File: config.mk
export PLATFORM = sky130hd
export DESIGN_NAME = cfg_loader_top
export DESIGN_NICKNAME = d
export VERILOG_FILES = /design/src/hdl/cfg_loader_pkg.sv /design/src/hdl/cfg_loader_ctrl.sv /design/src/hdl/cfg_credit_counter.sv /design/src/hdl/cfg_ucode_rom.sv /design/src/hdl/cfg_cmd_former.sv /design/src/hdl/cfg_loader_top.sv
export SDC_FILE = /design/constraint.sdc
export NUM_CORES = 1
export LEC_CHECK = 0
export BUFFER_PORTS_ARGS = -buffer_cell sky130_fd_sc_hd__buf_2
export CORE_UTILIZATION = 40
export DETAILED_ROUTE_END_ITERATION = 16
export MAX_ROUTING_LAYER = met4
export PLACE_DENSITY_LB_ADDON = 0.05
export SYNTH_ARGS = -nofsm -noshare
export SYNTH_HDL_FRONTEND = slang
export SYNTH_SLANG_ARGS = --single-unit
File: constraint.sdc
create_clock -name clk_i -period 2.2 [get_ports clk_i]
set_clock_uncertainty 0.15 [all_clocks]
set_input_delay 0.44 -clock clk_i [delete_from_list [all_inputs] [get_ports clk_i]]
set_output_delay 0.44 -clock clk_i [all_outputs]
set_load 0.05 [all_outputs]
File: src/ucode.mem
// one 64-bit coherence engine microcode word per line, binary, index 0 first
00010000_00000000_00000000_00000000_00000000_00000000_00000000_00000001
00010000_00000001_00000000_00000000_00000000_00000000_00000010_00000100
00100000_00000010_00000000_00000000_00000000_00000011_00000000_00001000
00110000_00000011_00000000_00000000_10000000_00000000_00000001_00010000
01000001_00000100_00000000_00000000_00000000_01000000_00000101_00100000
01010000_00000101_11000000_00000000_00000000_00000000_00000110_01000000
01100010_00000110_00000000_00001111_00000000_00000000_00000111_10000000
11110000_00000111_00000000_00000000_00000000_00000000_11111111_11111111

File: src/hdl/cfg_loader_pkg.sv
// ------------------------------------------------
// Shared widths, sizes, register map and types for
// the configuration loader. Every RTL file imports
// this package; the testbench uses it as well.
// ------------------------------------------------

package cfg_loader_pkg;

  localparam int NUM_TILES   = 2;
  localparam int UCODE_ELS   = 8;
  localparam int MAX_CREDITS = 4;
  localparam int SYNC_CYCLES = 16;              // quiet wait after the cce mode writes

  typedef logic [63:0] dword_t;
  typedef logic [15:0] reg_addr_t;
  typedef logic [3:0]  tile_id_t;
  typedef logic [7:0]  lce_id_t;
  typedef logic [2:0]  credit_t;
  typedef logic [2:0]  ucode_idx_t;
  typedef logic [3:0]  msg_type_t;
  typedef logic [2:0]  msg_size_t;
  typedef logic [3:0]  dev_id_t;
  typedef logic [$clog2(SYNC_CYCLES)-1:0] sync_cnt_t;

  localparam reg_addr_t REG_FREEZE      = 16'h0008;
  localparam reg_addr_t REG_ICACHE_MODE = 16'h0010;
  localparam reg_addr_t REG_DCACHE_MODE = 16'h0018;
  localparam reg_addr_t REG_CCE_MODE    = 16'h0020;
  localparam reg_addr_t REG_HIO_MASK    = 16'h0028;
  localparam reg_addr_t UCODE_BASE      = 16'h8000;

  localparam dword_t    HIO_MASK    = 64'h0000_0000_0000_0001;  // enables host io 0 only
  localparam dword_t    MODE_NORMAL = 64'd1;
  localparam dev_id_t   CFG_DEV     = 4'd2;
  localparam msg_type_t MSG_UC_WR   = 4'd1;
  localparam msg_size_t MSG_SIZE_8  = 3'd3;

  typedef enum logic [3:0] {
    RESET,
    FREEZE_SET,
    SEND_UCODE,
    SEND_ICACHE,
    SEND_DCACHE,
    SEND_CCE,
    WAIT_SYNC,
    SEND_HIO,
    FREEZE_CLR,
    WAIT_CREDITS,
    DONE
  } cfg_state_e;

  typedef enum logic [2:0] {
    SEL_FREEZE_ON,
    SEL_UCODE,
    SEL_ICACHE,
    SEL_DCACHE,
    SEL_CCE,
    SEL_HIO,
    SEL_FREEZE_OFF
  } reg_sel_e;

  typedef struct packed {
    msg_type_t msg_type;
    msg_size_t size;
    lce_id_t   lce_id;
    tile_id_t  tile;
    dev_id_t   dev;
    reg_addr_t addr;
  } cfg_fwd_header_t;

endpackage

File: src/hdl/cfg_loader_ctrl.sv
// ------------------------------------------------
// Boot sequence FSM. Walks freeze, microcode, mode,
// quiet wait, host io and unfreeze over all tiles,
// advancing one command per accept, then waits for
// every credit to come back and raises done.
// ------------------------------------------------

`timescale 1ns/10ps

module cfg_loader_ctrl (
  input  logic                       clk_i,
  input  logic                       reset_i,
  input  logic                       accept_i,
  input  logic                       credits_empty_i,
  output logic                       cmd_v_o,
  output cfg_loader_pkg::reg_sel_e   sel_o,
  output cfg_loader_pkg::tile_id_t   tile_o,
  output cfg_loader_pkg::ucode_idx_t ucode_idx_o,
  output logic                       done_o
);
  import cfg_loader_pkg::*;

  cfg_state_e state_r;
  cfg_state_e state_n;
  cfg_state_e sweep_next;
  tile_id_t   tile_r;
  tile_id_t   tile_n;
  ucode_idx_t ucode_idx_r;
  ucode_idx_t ucode_idx_n;
  sync_cnt_t  sync_cnt_r;
  sync_cnt_t  sync_cnt_n;
  logic       tile_adv;
  logic       last_tile;
  logic       last_idx;
  logic       sync_done;

  assign last_tile = (tile_r == tile_id_t'(NUM_TILES - 1));
  assign last_idx  = (ucode_idx_r == ucode_idx_t'(UCODE_ELS - 1));
  assign sync_done = (sync_cnt_r == sync_cnt_t'(SYNC_CYCLES - 1));

  always_comb begin
    state_n     = state_r;
    tile_n      = tile_r;
    ucode_idx_n = ucode_idx_r;
    sync_cnt_n  = sync_cnt_r;
    sweep_next  = state_r;
    tile_adv    = 1'b0;
    cmd_v_o     = 1'b0;
    sel_o       = SEL_FREEZE_ON;

    case (state_r)
      RESET: begin
        state_n = FREEZE_SET;
      end
      FREEZE_SET: begin
        cmd_v_o    = 1'b1;
        sel_o      = SEL_FREEZE_ON;
        tile_adv   = accept_i;
        sweep_next = SEND_UCODE;
      end
      SEND_UCODE: begin
        cmd_v_o    = 1'b1;
        sel_o      = SEL_UCODE;
        sweep_next = SEND_ICACHE;
        if (accept_i) begin
          ucode_idx_n = last_idx ? '0 : ucode_idx_r + 1'b1;
          tile_adv    = last_idx;              // next tile once its whole image is out
        end
      end
      SEND_ICACHE: begin
        cmd_v_o    = 1'b1;
        sel_o      = SEL_ICACHE;
        tile_adv   = accept_i;
        sweep_next = SEND_DCACHE;
      end
      SEND_DCACHE: begin
        cmd_v_o    = 1'b1;
        sel_o      = SEL_DCACHE;
        tile_adv   = accept_i;
        sweep_next = SEND_CCE;
      end
      SEND_CCE: begin
        cmd_v_o    = credits_empty_i;          // earlier writes must land before cce goes live
        sel_o      = SEL_CCE;
        tile_adv   = accept_i;
        sweep_next = WAIT_SYNC;
      end
      WAIT_SYNC: begin
        sync_cnt_n = sync_done ? '0 : sync_cnt_r + 1'b1;
        if (sync_done) begin
          state_n = SEND_HIO;
        end
      end
      SEND_HIO: begin
        cmd_v_o    = credits_empty_i;
        sel_o      = SEL_HIO;
        tile_adv   = accept_i;
        sweep_next = FREEZE_CLR;
      end
      FREEZE_CLR: begin
        cmd_v_o    = 1'b1;
        sel_o      = SEL_FREEZE_OFF;
        tile_adv   = accept_i;
        sweep_next = WAIT_CREDITS;
      end
      WAIT_CREDITS: begin
        if (credits_empty_i) begin
          state_n = DONE;
        end
      end
      DONE: begin
        state_n = DONE;
      end
      default: begin
        state_n = RESET;
      end
    endcase

    if (tile_adv) begin
      tile_n = last_tile ? '0 : tile_r + 1'b1;
      if (last_tile) begin
        state_n = sweep_next;                  // sweep over all tiles finished
      end
    end
  end

  always_ff @(posedge clk_i) begin
    if (reset_i) begin
      state_r     <= RESET;
      tile_r      <= '0;
      ucode_idx_r <= '0;
      sync_cnt_r  <= '0;
    end else begin
      state_r     <= state_n;
      tile_r      <= tile_n;
      ucode_idx_r <= ucode_idx_n;
      sync_cnt_r  <= sync_cnt_n;
    end
  end

  assign tile_o      = tile_r;
  assign ucode_idx_o = ucode_idx_r;
  assign done_o      = (state_r == DONE);

  // a stalled command must be offered again unchanged
  a_hold_cmd: assert property (@(posedge clk_i) disable iff (reset_i)
    (cmd_v_o && !accept_i) |=> ($stable(sel_o) && $stable(tile_o) && $stable(ucode_idx_o)));

endmodule

File: src/hdl/cfg_credit_counter.sv
// ------------------------------------------------
// Outstanding command counter. Counts up on every
// accepted command, down on every return pulse,
// and flags when the credit limit is reached.
// ------------------------------------------------

`timescale 1ns/10ps

module cfg_credit_counter (
  input  logic                    clk_i,
  input  logic                    reset_i,
  input  logic                    inc_i,
  input  logic                    dec_i,
  output cfg_loader_pkg::credit_t count_o,
  output logic                    full_o,
  output logic                    empty_o
);
  import cfg_loader_pkg::*;

  credit_t count_r;

  always_ff @(posedge clk_i) begin
    if (reset_i) begin
      count_r <= '0;
    end else if (inc_i && !dec_i) begin
      count_r <= count_r + 1'b1;
    end else if (dec_i && !inc_i) begin
      count_r <= count_r - 1'b1;
    end
  end

  assign count_o = count_r;
  assign full_o  = (count_r == credit_t'(MAX_CREDITS));
  assign empty_o = (count_r == '0);

  // the top gates valid on full, so an accept can never overflow
  a_no_overflow: assert property (@(posedge clk_i) disable iff (reset_i)
    inc_i |-> !full_o);

  // a return without a command in flight means the endpoint misbehaved
  a_no_underflow: assert property (@(posedge clk_i) disable iff (reset_i)
    dec_i |-> !empty_o);

endmodule

File: src/hdl/cfg_ucode_rom.sv
// ------------------------------------------------
// Coherence engine microcode image, loaded from
// ucode.mem as binary text, read combinationally
// by word index.
// ------------------------------------------------

`timescale 1ns/10ps

module cfg_ucode_rom (
  input  logic                       clk_i,
  input  cfg_loader_pkg::ucode_idx_t idx_i,
  output cfg_loader_pkg::dword_t     word_o
);
  import cfg_loader_pkg::*;

  dword_t          rom_mem [0:UCODE_ELS-1];
  bit     [63:0]   word_2s;                    // two-state so a short image reads as zero

  initial begin
    $readmemb("/design/src/ucode.mem", rom_mem);
  end

  assign word_2s = rom_mem[idx_i];
  assign word_o  = word_2s;

  // every word the sequence sends should come from the image file
  a_word_loaded: assert property (@(posedge clk_i)
    !$isunknown(idx_i) |-> !$isunknown(rom_mem[idx_i]));

endmodule

File: src/hdl/cfg_cmd_former.sv
// ------------------------------------------------
// Forward command former. Turns the register
// select, tile and microcode word into the
// uncached 8-byte write header and its data.
// ------------------------------------------------

`timescale 1ns/10ps

module cfg_cmd_former (
  input  cfg_loader_pkg::reg_sel_e        sel_i,
  input  cfg_loader_pkg::tile_id_t        tile_i,
  input  cfg_loader_pkg::ucode_idx_t      ucode_idx_i,
  input  cfg_loader_pkg::dword_t          ucode_word_i,
  input  cfg_loader_pkg::lce_id_t         lce_id_i,
  output cfg_loader_pkg::cfg_fwd_header_t header_o,
  output cfg_loader_pkg::dword_t          data_o
);
  import cfg_loader_pkg::*;

  reg_addr_t addr;

  always_comb begin
    addr   = REG_FREEZE;
    data_o = '0;
    case (sel_i)
      SEL_FREEZE_ON: begin
        addr   = REG_FREEZE;
        data_o = dword_t'(1);
      end
      SEL_UCODE: begin
        addr   = UCODE_BASE + reg_addr_t'({ucode_idx_i, 3'b000});  // one dword per word
        data_o = ucode_word_i;
      end
      SEL_ICACHE: begin
        addr   = REG_ICACHE_MODE;
        data_o = MODE_NORMAL;
      end
      SEL_DCACHE: begin
        addr   = REG_DCACHE_MODE;
        data_o = MODE_NORMAL;
      end
      SEL_CCE: begin
        addr   = REG_CCE_MODE;
        data_o = MODE_NORMAL;
      end
      SEL_HIO: begin
        addr   = REG_HIO_MASK;
        data_o = HIO_MASK;
      end
      default: begin
        addr   = REG_FREEZE;                   // freeze off writes zero
        data_o = '0;
      end
    endcase
  end

  assign header_o.msg_type = MSG_UC_WR;
  assign header_o.size     = MSG_SIZE_8;
  assign header_o.lce_id   = lce_id_i;
  assign header_o.tile     = tile_i;
  assign header_o.dev      = CFG_DEV;
  assign header_o.addr     = addr;

endmodule

File: src/hdl/cfg_loader_top.sv
// ------------------------------------------------
// Configuration loader top. Drives the boot writes
// onto the IO forward stream with a valid/yumi
// handshake and counts return pulses as credits.
// ------------------------------------------------

`timescale 1ns/10ps

module cfg_loader_top (
  input  logic                            clk_i,
  input  logic                            reset_i,
  input  cfg_loader_pkg::lce_id_t         lce_id_i,
  output cfg_loader_pkg::cfg_fwd_header_t fwd_header_o,
  output cfg_loader_pkg::dword_t          fwd_data_o,
  output logic                            fwd_v_o,
  output logic                            fwd_last_o,
  input  logic                            fwd_yumi_i,
  input  logic                            rev_v_i,
  output logic                            done_o
);
  import cfg_loader_pkg::*;

  logic       cmd_v;
  logic       accept;
  logic       credits_full;
  logic       credits_empty;
  reg_sel_e   sel;
  tile_id_t   tile;
  ucode_idx_t ucode_idx;
  dword_t     ucode_word;

  assign fwd_v_o    = cmd_v & ~credits_full;   // hold off while the credit limit is reached
  assign accept     = fwd_v_o & fwd_yumi_i;
  assign fwd_last_o = 1'b1;

  cfg_loader_ctrl u_ctrl (
    .clk_i(clk_i), .reset_i(reset_i), .accept_i(accept), .credits_empty_i(credits_empty),
    .cmd_v_o(cmd_v), .sel_o(sel), .tile_o(tile), .ucode_idx_o(ucode_idx), .done_o(done_o)
  );

  cfg_credit_counter u_credits (
    .clk_i(clk_i), .reset_i(reset_i), .inc_i(accept), .dec_i(rev_v_i),
    .count_o(), .full_o(credits_full), .empty_o(credits_empty)
  );

  cfg_ucode_rom u_rom (.clk_i(clk_i), .idx_i(ucode_idx), .word_o(ucode_word));

  cfg_cmd_former u_former (
    .sel_i(sel), .tile_i(tile), .ucode_idx_i(ucode_idx), .ucode_word_i(ucode_word),
    .lce_id_i(lce_id_i), .header_o(fwd_header_o), .data_o(fwd_data_o)
  );

endmodule

* Word level (Yosys, flattened, before mapping)
Cells that the tools add are included.
** Cells by class
- $add $sub $neg :: 6
- Eq/ne operators :: 20
- Mux-type cells :: 17
- Bitwise logic cells :: 3
- Reduce and logical (&&, ||, !) cells :: 14
** Operator list (number)
- $pmux W64 S2 :: 1
- $pmux W16 S5 :: 1
- $pmux W4 S7 :: 1
- $mux W4 :: 6
- $pmux W4 S5 :: 1
- $pmux W3 S6 :: 1
- $add A16 B6 Y16 const A :: 1
- $eq A4 B3 Y1 const B :: 4
- $eq A4 B4 Y1 const B :: 4
- $eq A3 B3 Y1 const B :: 4
- $reduce_or A5 Y1 :: 2
- $mux W3 :: 3
- $ne A9 B9 Y1 const B :: 1
- $add A4 B1 Y4 const B :: 2
- $eq A4 B1 Y1 const B :: 2
- $eq A4 B2 Y1 const B :: 2
- $reduce_or A7 Y1 :: 1
- $add A3 B1 Y3 const B :: 2
- $eq A3 B2 Y1 const B :: 2
- $logic_not A3 Y1 :: 2
- $reduce_or A6 Y1 :: 1
- $logic_not A4 Y1 :: 1
- $pmux W1 S2 :: 2
- $eq A3 B1 Y1 const B :: 1
- 9 further kinds :: 12
** Storage, ports and cells
- Register bits after elaboration :: 18
- Input bits :: 12
- Output and inout bits :: 106

* Logic depth before layout (Yosys ltp)
Gate-level depths: netlist of the first run.
- Depth after elaboration :: 9
- Mapped depth :: 10
- Mapped depth without buffers :: 9

* Modules after synthesis
From an unflattened synthesis of the first run, not the netlist that was laid out.
** Second synthesis, totals
- Cell total of the unflattened synthesis :: 323
- Area total of the unflattened synthesis :: 2388.5 um^2
** Modules (own cells, without submodules)
- cfg_loader_ctrl :: instances 1, cells an instance 118, area each 930.9 um^2, sequential area each 300.3 um^2
- cfg_cmd_former :: instances 1, cells an instance 119, area each 783.3 um^2, sequential area each 0.0 um^2
- cfg_ucode_rom :: instances 1, cells an instance 65, area each 484.2 um^2, sequential area each 0.0 um^2
- cfg_credit_counter :: instances 1, cells an instance 17, area each 163.9 um^2, sequential area each 60.1 um^2
- cfg_loader_top :: instances 1, cells an instance 4, area each 26.3 um^2, sequential area each 0.0 um^2

* Least setup slack after synthesis of the first run
OpenSTA, ideal clock, no wires.
- Path kind :: flip-flop to flip-flop
- Start :: register u_ctrl.state_r[2]
- End :: register u_ctrl.ucode_idx_r[0] (netlist: u_ctrl.ucode_idx_o[0])
- Library setup time :: 71 ps
- Arrival time :: 2189 ps
- Setup slack :: -209 ps
- Cell stages (with the launch flop) :: 8
- Buffers on the path :: 2
- Path through :: dfxtp_1 -> buf_4 -> buf_6 -> nand2b_2 -> nor3_2 -> nand3_1 -> or3_1 -> a21oi_1
** Between the ends
- Longest elaborated chain between the ends :: 6
** RTL lines
- from (decl) :: line cfg_loader_ctrl.sv:23 : cfg_state_e state_r;
- from (signal assigned) :: line cfg_loader_ctrl.sv:134 : state_r <= state_n;
- $eq A4 B1 Y1, or another cell as far along :: line cfg_loader_ctrl.sv:51 : case (state_r)
- $reduce_or A5 Y1 (no source line) / $reduce_or A2 Y1 (equally long branches)
- $pmux W1 S2 :: line cfg_loader_ctrl.sv:51
- $and A1 B1 Y1 :: line cfg_loader_top.sv:32 : assign fwd_v_o = cmd_v & ~credits_full;
- $and A1 B1 Y1 :: line cfg_loader_top.sv:33 : assign accept = fwd_v_o & fwd_yumi_i;
- $reduce_and A2 Y1 (no source line) (*)
- to (signal assigned) :: line cfg_loader_ctrl.sv:136 : ucode_idx_r <= ucode_idx_n;
- to (decl) :: line cfg_loader_ctrl.sv:28 : ucode_idx_t ucode_idx_r;
Mark *: on every way between the ends. The rest lies on a longest branch, timed or not.
A chain may end at the register's enable or synchronous reset.

* Worst setup path in the final report of the first run
- Start :: register u_ctrl.state_r[2]
- End :: register u_credits.count_r[2] (netlist: u_credits.count_o[2])
** Between the ends
- Longest elaborated chain between the ends :: 8
** RTL lines
- $eq A4 B1 Y1, or another cell as far along :: line cfg_loader_ctrl.sv:51
- $reduce_or A5 Y1 (no source line) / $reduce_or A2 Y1 (equally long branches)
- $pmux W1 S2 (*) :: line cfg_loader_ctrl.sv:51
- $and A1 B1 Y1 (*) :: line cfg_loader_top.sv:32
- $and A1 B1 Y1 (*) :: line cfg_loader_top.sv:33
- $logic_not A1 Y1 :: line cfg_credit_counter.sv:27 : end else if (dec_i && !inc_i) begin
- $logic_and A1 B1 Y1 :: line cfg_credit_counter.sv:27
- $reduce_bool A2 Y1 (no source line)
- to (signal assigned) :: line cfg_credit_counter.sv:26 : count_r <= count_r + 1'b1;
- to (signal assigned) :: line cfg_credit_counter.sv:28 : count_r <= count_r - 1'b1;
- to (decl) :: line cfg_credit_counter.sv:20 : credit_t count_r;
Marks and branches as above.

==> impl_results.md, run 1 <==
* Area growth, synth to finish at -1.25%
* Outcome: complete, but fails checks
* Total setup violations reported at the end of the flow at 1
* Leading area contributor after synthesis: sky130_fd_sc_hd__buf_4
* Post-synthesis instance area at 2000 um^2
* Antenna-violating nets left at 0
* Average detailed-routed wire length per instance at 10.5 um
* Leak Pwr at 0.946 nW
* Post-synthesis cell count at 243
* Cells taking the most area after synthesis: sky130_fd_sc_hd__buf_4, sky130_fd_sc_hd__dfxtp_1, sky130_fd_sc_hd__a21oi_1
* Via count of the first global-routing pass at 1,057
* Commonest cells in the netlist: sky130_fd_sc_hd__buf_4, sky130_fd_sc_hd__nor2_1, sky130_fd_sc_hd__dfxtp_1, sky130_fd_sc_hd__a21oi_1, sky130_fd_sc_hd__nand2_1
* Boundary Pins at 118
* EDFF count, synth at 0
* Number of buffers on the longest clock path at 2
* Buffer type at the clock tree root: sky130_fd_sc_hd__clkbuf_8
* Violated checks: setup timing
* WL final at 3.47 mm
* Count of TritonRoute iterations in the first routing pass at 5
* Overall track demand over capacity in global routing at 13.1%
* Top cell type's share of synthesized area at 36.4%
* Crit path capture type: flip-flop
* CTS tree: yes
* First DRT Iteration DRCs at 66
* Switching power as a share of total power at 50.2%
* Count of max-cap constraint violations at 0
* Horizontal die dimension at 72.7 um
* Biggest cell delay along the critical path at 0.38 ns
* Via density per instance at 4.08
* Share of layout cells above drive strength 1 at 27.3%
* Site Rows at 25
* Power consumption at 0.00120 W
* Clock-pin slew reported for the worst setup and hold paths after clock tree synthesis at 0.07 ns
* # clock sinks at 18
* WP data arrival at 2.30 ns
* Effective utilization at floorplan at 42.1%
* Cell-internal power at 0.000598 W
* Fin worst setup slack at -0.0717 ns
* Filler Cells Inserted at 510
* Cts bufs inserted at 3
* Register share of total power at 31.4%
* Post-DP HPWL at 2.52 mm
* Pin count of the biggest net entering global routing at 20
* Gp weighted congestion at 0.749
* Post-layout nets at 283
* Die Footprint at 5290 um^2
* Cell with the most instances after synthesis: sky130_fd_sc_hd__buf_4
* Number of levels in the clock H-tree at 1
* Unrepaired setup endpoints after global routing: true
* Global route overflow at 0
* Fraction of synthesis flops using an asynchronous set or reset pin at 0%
* Antenna diode instance count at 0
* Final critical-path share of the clock period at 103%
* Proportion of power drawn by the clock network at 19.2%
* P per Cell Area at 607 nW/um^2
* Number of pins exceeding their max-slew limit in the final report at 0
* Cell variety after synth at 50
* Ys Warns at 0
* Area of the multi-input gates at 1210 um^2
* Ordered list of cells on the worst path: xor2_1 > o311ai_2 > a21oi_2 > ha_2 > inv_2 > fa_2 > xor2_1 > or3_1 > a21oi_2
* Antenna violations before repair at 0
* Critical path class: flip-flop to flip-flop
* Worst supply voltage drop on vdd at 205 uV
* CP bufs+invs at 1
* Die Y-Extent at 72.7 um
* Hold WC Path Type: flip-flop to flip-flop
* Type of origin of the critical path: flip-flop
* Library cell contributing the largest single delay on the critical path: sky130_fd_sc_hd__dfxtp_2
* Family of cells with the greatest summed delay on the critical path: adder cells
* Min cycle time layout at 2.27 ns
* Average instance area after synthesis at 8.24 um^2
* Number of cells after detailed placement at 325
* Max Clock Freq at 440 MHz
* Flip-flop and latch area at 369 um^2
* Residual DRC count at 0
* Via count at 1,352
* Accumulated negative setup slack at -0.0717 ns
* Most instantiated flip-flop cell in the synthesis netlist: sky130_fd_sc_hd__dfxtp_1
* Combinational group share of total power at 49.4%
* Critical Path Fanout Max at 4
* Net load switching power at 0.000602 W
* Clk_lat worst skew at 0.25 ns
* Placeable Area at 4750 um^2
* Synth Register Bits at 18
* Seq/Total Area, Yosys at 18.0%
* Port buffer count at 14
* Required time at the worst-slack endpoint at 2.23 ns
* First-pass GRT wire length at 5.09 mm
* Final Hold Viols at 0
* Final non-filler cell total at 331
## placed cells by master, fill, tap and decap left out, drive strengths merged, types with 2 or more instances in the layout
master  count
clkbuf      4
dfxtp      18
a211oi      3
mux2i       5
nor4b       2
or3         3
nor2b       3
nand2b      5
nand3b      2
nand2      11
o21ai       4
nor3b       4
nor2       20
nor3        4
nand3       4
ha          4
xor2        6
a21oi      15
inv         5
conb       87
buf        35
## layout make-up
type | instances | area share, %
multi-input cells | 202 | 61.4
flip-flops and latches | 18 | 18.7
well taps | 67 | 4.24
clock buffers | 3 | 2.09
repair buffers | 36 | 12.7
inverters | 5 | 0.949
## cell families (layout without fill, tap and decap cells)
group / after synthesis / after routing / synth area share (%)
adders and majority gates: 5 / 5 / 3.50
muxes: 6 / 6 / 3.25
AOI/OAI and AO/OA: 32 / 33 / 11.4
and+or+nand+nor: 64 / 64 / 20.7
xor gates and xnor gates: 7 / 7 / 3.06
other: 2 / 87 / 0.375
DFF: 18 / 18 / 18.0
buffers and inverters: 109 / 44 / 39.7
## what timing repair did
item                                    CTS  global route
hold buffers                              0             0
setup buffers                             2             0
gates cloned                              0             1
pin swaps                                 6             5
gates resized for setup                  10             6
endpoints found under the setup margin    4            10
## routing by layer
| layer | routed length, um | vias to the layer above | GRT usage [%] |
|---|---|---|---|
| met4 | 54 | 0 | 6.97 |
| li1 | - | 664 | - |
| met1 | 1710 | 618 | 17.2 |
| met5 | 0 | - | - |
| met3 | 197 | 4 | 1.66 |
| met2 | 1510 | 66 | 19.5 |
## through the flow
stage / cell area [um^2] / setup WS [ns] / hold slack, ns / util, %
after floorplan: 2340 / -0.113 / 0.305 / -
after global placement: 1870 / -0.0815 / 0.331 / 39.3
after detailed placement: 1870 / -0.0918 / 0.331 / 39.3
after CTS: 1940 / -0.0518 / 0.350 / 40.8
after global routing: 1980 / -0.150 / 0.365 / 41.6
final: 1980 / -0.0717 / 0.342 / 41.6
## state kept, by name, indices dropped and copies added, names as in the netlist
| name | cells |
|---|---|
| u_ctrl.sync_cnt_r | 4 |
| u_ctrl.tile_o | 4 |
| u_ctrl.ucode_idx_o | 3 |
| u_credits.count_o | 3 |
| u_ctrl.state_r | 4 |
## path summary, 6_finish.rpt
check / startpoint / cells after the start / slack, ns / end
max reg2reg: u_ctrl.state_r[2] / 9 / -0.07 / u_credits.count_o[2]
max: u_ctrl.state_r[2] / 9 / -0.07 / u_credits.count_o[2]
min: u_ctrl.sync_cnt_r[3] / 2 / 0.34 / u_ctrl.sync_cnt_r[3]
min reg2reg: u_ctrl.sync_cnt_r[3] / 2 / 0.34 / u_ctrl.sync_cnt_r[3]
## tightest hold or removal path, stage by stage (launching register included)
cell and delay [ns]:
sky130_fd_sc_hd__dfxtp_1 0.32, sky130_fd_sc_hd__o21ai_0 0.07, sky130_fd_sc_hd__a21oi_1 0.06
## power by group through the flow
stage               combinational (W)  clock [W]  sequential (W)
floorplan                    0.000631          0        0.000390
finish                       0.000593   0.000230        0.000377
global placement             0.000567          0        0.000381
CTS                          0.000578   0.000243        0.000377
detailed placement           0.000562          0        0.000382
global route                 0.000628   0.000256        0.000380
(Power assumes the default switching activity.)
==> run 2: changes to the inputs <==
--- a/config.mk
+++ b/config.mk
@@ -13,3 +13,4 @@
 export SYNTH_ARGS = -nofsm -noshare
 export SYNTH_HDL_FRONTEND = slang
 export SYNTH_SLANG_ARGS = --single-unit
+export TNS_END_PERCENT = 10
==> run 2 against run 1 <==
Flip-flop and latch count stayed put. The run still ends with setup timing left. Combinational power is 2% lower. Final cell count increased by 1.5%. Largest power group unchanged. Fmax up 1.0%. Final area up 1.4%. Sequential power is essentially flat. Total power is 3.1% higher. Hold slack better by 0.0080 ns. Via count shrank 2.1%. Clock-buffer cell count increased by 1. Clock power is 23% higher. Critical endpoint is now fwd_v_o.
==> impl_results.md, run 2 (synthesis gave the netlist of run 1 again) <==
* Outcome: complete, but fails checks
* Violated checks: setup timing
* Final non-filler cell total at 336 (+1.5%)
* Hold WC Path Type: flip-flop to flip-flop
* Share of layout cells above drive strength 1 at 26.4% (-0.88 points)
* Site Rows at 25 (unchanged)
* Worst supply voltage drop on vdd at 226 uV (+10%)
* Via count of the first global-routing pass at 1,095 (+3.6%)
* Cts bufs inserted at 3 (unchanged)
* Number of levels in the clock H-tree at 1 (unchanged)
* Gp weighted congestion at 0.725 (-3.2%)
* First-pass GRT wire length at 5.20 mm (+2.2%)
* Crit path capture type: output pin
* Antenna diode instance count at 0 (unchanged)
* Unrepaired setup endpoints after global routing: true
* WL final at 3.29 mm (-5.2%)
* Pin count of the biggest net entering global routing at 20 (unchanged)
* Max Clock Freq at 445 MHz (+1.0%)
* Via count at 1,324 (-2.1%)
* Filler Cells Inserted at 520 (+2.0%)
* CTS tree: yes
* Residual DRC count at 0 (unchanged)
* Instance area after placement at 1910 um^2 (+2.4%)
* Boundary Pins at 118 (unchanged)
* Fin worst setup slack at -0.0491 ns (+0.0226 ns)
* Min cycle time layout at 2.25 ns (-0.0226 ns)
* Power consumption at 0.00124 W (+3.1%)
* Type of origin of the critical path: flip-flop
* Final instance area at 2000 um^2 (+1.4%)
* Global route overflow at 0 (unchanged)
* Number of cells after detailed placement at 331 (+1.8%)
* First DRT Iteration DRCs at 17 (-74%)
* Placeable Area at 4750 um^2 (unchanged)
* # clock sinks at 18 (unchanged)
* P per Cell Area at 617 nW/um^2 (+1.7%)
* Commonest non-fill, non-tap cell in the layout: sky130_fd_sc_hd__conb_1
* Number of buffers on the longest clock path at 2 (unchanged)
* Total setup violations reported at the end of the flow at 2 (+1)
* Die Y-Extent at 72.7 um (unchanged)
* Overall track demand over capacity in global routing at 13.1% (+0.046 points)
* Effective utilization at floorplan at 42.1% (unchanged)
* Average detailed-routed wire length per instance at 9.79 um (-6.6%)
* Clk_lat worst skew at 0.26 ns (about the same)
* Port buffer count at 14 (unchanged)
* Number of pins exceeding their max-slew limit in the final report at 0 (unchanged)
* Leak Pwr at 0.981 nW (+3.6%)
* Final critical-path share of the clock period at 102% (-1.0 points)
* Leading cell types in the layout, fill and taps excluded: sky130_fd_sc_hd__conb_1, sky130_fd_sc_hd__buf_4, sky130_fd_sc_hd__nor2_1
* Antenna-violating nets left at 0 (unchanged)
* Final Hold Viols at 0 (unchanged)
* CTS hold repair buffers at 0 (unchanged)
* Area growth, synth to finish at 0.125%
* Count of TritonRoute iterations in the first routing pass at 4 (-1)
* Critical path class: flip-flop to output pin
* Count of max-cap constraint violations at 0 (unchanged)
* Flip-flop and latch area at 367 um^2 (-0.68%)
* Via density per instance at 3.94 (-3.5%)
* Post-layout nets at 287 (+1.4%)
* Horizontal die dimension at 72.7 um (unchanged)
* Die Footprint at 5290 um^2 (unchanged)
* Required time at the worst-slack endpoint at 1.61 ns (-0.62 ns)
* Critical Path Fanout Max at 5 (+1)
* Clock-pin slew reported for the worst setup and hold paths after clock tree synthesis at 0.08 ns (about the same)
* Area of the multi-input gates at 1180 um^2 (-2.6%)
* Antenna violations before repair at 0 (unchanged)
* Buffer type at the clock tree root: sky130_fd_sc_hd__clkbuf_8
* Accumulated negative setup slack at -0.0952 ns (-0.0235 ns)
* WP data arrival at 1.66 ns (-0.64 ns)
* Post-DP HPWL at 2.56 mm (+1.6%)
==> run 2: cell count changes in the layout (fill, tap and decap cells not counted), sizes merged <==
cell    before  now
clkbuf       4    5
buf         35   40
a211oi       3    2
==> run 2: repair_timing <==
item / 4_1_cts / 5_1_grt
cloned: 0 / 0
setup endpoints to repair: 4 / 9
buffers inserted: 0 / 1
resized for setup: 9 / 5
hold endpoints to repair: 0 / 0
pin swaps: 6 / 3
==> run 2: through the flow <==
step                setup slack, ns  hold slack (ns)  util (%)
global placement             -0.150            0.333      40.2
floorplan                    -0.203            0.305         -
finish                      -0.0491            0.350      42.2
global route                 -0.197            0.417      42.2
CTS                         -0.0792            0.356      41.8
detailed placement           -0.211            0.344      40.2
==> run 2: cell type report <==
class	instances	area share (%)
Clock buffer	4	2.75
Inverter	5	0.936
Multi-Input combinational cell	201	59.0
Sequential cell	18	18.3
Tap cell	67	4.18
Timing Repair Buffer	41	14.9
==> run 2: path summary, 6_finish.rpt <==
check | from | end | slack, ns | depth (start not counted)
hold reg to reg | u_ctrl.sync_cnt_r[3] | u_ctrl.sync_cnt_r[3] | 0.35 | 2
hold / removal | u_ctrl.sync_cnt_r[3] | u_ctrl.sync_cnt_r[3] | 0.35 | 2
setup reg to reg | u_credits.count_o[0] | u_credits.count_o[2] | -0.05 | 9
setup / recovery | u_credits.count_o[2] | fwd_v_o | -0.05 | 5
==> run 2: worst max-delay path, stage by stage (launching register included) <==
cell                       delay, ns
sky130_fd_sc_hd__dfxtp_1        0.43
sky130_fd_sc_hd__or3b_1         0.42
sky130_fd_sc_hd__o311ai_2       0.10
sky130_fd_sc_hd__buf_4          0.19
sky130_fd_sc_hd__nand2_1        0.05
sky130_fd_sc_hd__buf_2          0.20
==> run 2: report_power, final <==
group          switching, W  total (W)  internal (W)  leakage [nW]
logic              0.000455   0.000579      0.000124         0.804
registers         0.0000270   0.000376      0.000349         0.148
clock network      0.000124   0.000283      0.000159        0.0288
==> run 2: layer usage <==
layer / routed length (um) / vias to the layer above / GRT usage (%)
met4: 28 / 0 / 4.14
met5: 0 / - / -
met1: 1530 / 593 / 17.3
met2: 1560 / 53 / 20.7
li1: - / 674 / -
met3: 169 / 4 / 2.07
==> run 3: changes to the inputs <==
--- a/config.mk
+++ b/config.mk
@@ -6,7 +6,7 @@
 export NUM_CORES = 1
 export LEC_CHECK = 0
 export BUFFER_PORTS_ARGS = -buffer_cell sky130_fd_sc_hd__buf_2
-export CORE_UTILIZATION = 40
+export CORE_UTILIZATION = 48
 export DETAILED_ROUTE_END_ITERATION = 16
 export MAX_ROUTING_LAYER = met4
 export PLACE_DENSITY_LB_ADDON = 0.05
==> constraint.sdc (replaced) <==
create_clock -name clk_i -period 2.75 [get_ports clk_i]
set_clock_uncertainty 0.15 [all_clocks]
set_input_delay 0.55 -clock clk_i [delete_from_list [all_inputs] [get_ports clk_i]]
set_output_delay 0.55 -clock clk_i [all_outputs]
set_load 0.05 [all_outputs]
==> run 3 against run 2 <==
Sequential share of layout area grew 1.7 points. First-iteration DRC count rose to 3.6 times the previous value. Non-clock buffer count is 17 lower. The flow now finishes without violations. Register-to-register slack better by 0.25 ns. Final cell count fell by 10%. Clock power down 20%. Core utilization is 3.0 points higher. Critical endpoint is now u_credits.count_o[2]. Routed wire length down 12%. Hold slack lost 0.016 ns. Flip-flop and latch count unchanged.
==> impl_results.md, run 3 (synthesis gave the netlist of run 1 again) <==
* Outcome: finished, final reports clean
* Max Clock Freq at 393 MHz
* Die Footprint at 4430 um^2 (-16%)
* Port buffer count at 14 (unchanged)
* Average detailed-routed wire length per instance at 9.57 um (-2.3%)
* Antenna-violating nets left at 0 (unchanged)
* Placeable Area at 4000 um^2 (-16%)
* Unrepaired setup endpoints after global routing: false
* Filler Cells Inserted at 440 (-15%)
* Flip-flop and latch area at 362 um^2 (-1.4%)
* CTS hold repair buffers at 0 (unchanged)
* P per Cell Area at 520 nW/um^2 (-16%)
* Count of max-cap constraint violations at 0 (unchanged)
* Horizontal die dimension at 66.6 um (-8.5%)
* Power consumption at 0.000940 W (-24%)
* Number of cells on the critical path at 9 (+4)
* Gp weighted congestion at 0.811 (+12%)
* Commonest non-fill, non-tap cell in the layout: sky130_fd_sc_hd__conb_1
* Crit path capture type: flip-flop
* Setup slack on the worst flop-to-flop path at 0.20 ns (+0.25 ns)
* Count of TritonRoute iterations in the first routing pass at 6 (+2)
* Number of pins exceeding their max-slew limit in the final report at 0 (unchanged)
* Overall track demand over capacity in global routing at 14.7% (+1.5 points)
* Family of cells with the greatest summed delay on the critical path: adder cells
* # clock sinks at 18 (unchanged)
* Number of cells on the worst hold path at 2 (unchanged)
* Antenna diode instance count at 0 (unchanged)
* Clock-pin slew reported for the worst setup and hold paths after clock tree synthesis at 0.08 ns (about the same)
* Post-layout nets at 270 (-5.9%)
* Area growth, synth to finish at -9.69%
* Biggest cell delay along the critical path at 0.46 ns (+0.03 ns)
* Global route overflow at 0 (unchanged)
* Post-DP HPWL at 2.23 mm (-13%)
* CTS tree: yes
* WP data arrival at 2.59 ns (+0.93 ns)
* Final Hold Viols at 0 (unchanged)
* Pin count of the biggest net entering global routing at 20 (unchanged)
* Final critical-path share of the clock period at 92.6%
* Clk_lat worst skew at 0.26 ns (about the same)
* Type of origin of the critical path: flip-flop
* Die Y-Extent at 66.6 um (-8.5%)
* Critical path class: flip-flop to flip-flop
* Leading cell types in the layout, fill and taps excluded: sky130_fd_sc_hd__conb_1, sky130_fd_sc_hd__nor2_1, sky130_fd_sc_hd__dfxtp_1
* R2R depth at 9 (unchanged)
* WL final at 2.89 mm (-12%)
* Effective utilization at floorplan at 50.0% (+7.9 points)
* First DRT Iteration DRCs at 62 (+45)
* Most frequent cell on the critical path: sky130_fd_sc_hd__a21oi_1
* Accumulated negative setup slack at 0 ns (+0.0952 ns)
* Post-route worst hold slack at 0.335 ns (-0.0156 ns)
* Required time at the worst-slack endpoint at 2.80 ns (+1.19 ns)
* Hold WC Path Type: flip-flop to flip-flop
* Cts bufs inserted at 3 (unchanged)
* Via count at 1,263 (-4.6%)
* Worst supply voltage drop on vdd at 180 uV (-21%)
* Library cell contributing the largest single delay on the critical path: sky130_fd_sc_hd__dfxtp_1
* Area of the multi-input gates at 1160 um^2 (-1.5%)
* Buffer type at the clock tree root: sky130_fd_sc_hd__clkbuf_8
* Ordered list of cells on the worst path: or3b_1 > o311ai_2 > a21oi_1 > ha_1 > inv_1 > fa_1 > xor2_1 > or3_1 > a21oi_1
* Boundary Pins at 118 (unchanged)
* Via count of the first global-routing pass at 1,040 (-5.0%)
* Min cycle time layout at 2.55 ns
* Antenna violations before repair at 0 (unchanged)
* First-pass GRT wire length at 4.81 mm (-7.6%)
* Leak Pwr at 0.897 nW (-8.5%)
* Residual DRC count at 0 (unchanged)
* Total setup violations reported at the end of the flow at 0 (-2)
* Via density per instance at 4.18 (+6.1%)
* Critical Path Fanout Max at 5 (unchanged)
* Number of buffers on the longest clock path at 2 (unchanged)
* CP bufs+invs at 1 (-1)
* Number of levels in the clock H-tree at 1 (unchanged)
* Site Rows at 23 (-8.0%)
* Share of layout cells above drive strength 1 at 17.9% (-8.5 points)
run 3: changes by cell type in the layout (fill, tap and decap cells not counted), sizes merged:
cell	previous run	this run
buf	40	24
clkbuf	5	4
run 3: final timing paths:
path	from	endpoint
worst min-delay path	u_ctrl.sync_cnt_r[3]	u_ctrl.sync_cnt_r[3]
worst max register to register	u_credits.count_o[1]	u_credits.count_o[2]
worst max-delay path	u_credits.count_o[1]	u_credits.count_o[2]
worst min register to register	u_ctrl.sync_cnt_r[3]	u_ctrl.sync_cnt_r[3]
run 3: cell type report:
| class | instances | share of cell area [%] |
|---|---|---|
| flip-flops and latches | 18 | 20.0 |
| multi-input cells | 201 | 64.4 |
| inverters | 5 | 1.04 |
| well taps | 50 | 3.46 |
| repair buffers | 24 | 8.03 |
| clock buffers | 4 | 3.04 |
run 3: through the flow:
step	instances	utilization, %	worst slack [ns]	area [um^2]
2_1_floorplan	328	-	0.341	2320
3_3_place_gp	297	43.6	0.230	1740
3_5_place_dp	297	43.6	0.194	1740
4_1_cts	301	45.0	0.152	1800
5_1_grt	302	45.2	0.00915	1810
6_report	302	45.2	0.204	1810
run 3: metal layers:
metal | part of all wire (%) | GRT usage [%] | up-vias
met5 | 0 | - | -
met3 | 5.6 | 2.57 | 7
li1 | - | - | 639
met1 | 47 | 17.7 | 558
met4 | 1.4 | 5.85 | 0
met2 | 46 | 24.1 | 59
run 3: worst min-delay path, cell delays in order (launching register included):
cell and delay (ns):
sky130_fd_sc_hd__dfxtp_1 0.32, sky130_fd_sc_hd__o21ai_0 0.07, sky130_fd_sc_hd__a21oi_1 0.06
run 3: report_power, final:
part           switching [W]  internal (W)
Clock              0.0000988      0.000128
Combinational       0.000342     0.0000659
Sequential         0.0000283      0.000278
run 3: repair_timing:
action	in CTS	in global routing
setup endpoints to repair	0	1
setup buffers	0	1
gates resized for setup	0	1
hold endpoints to repair	0	0
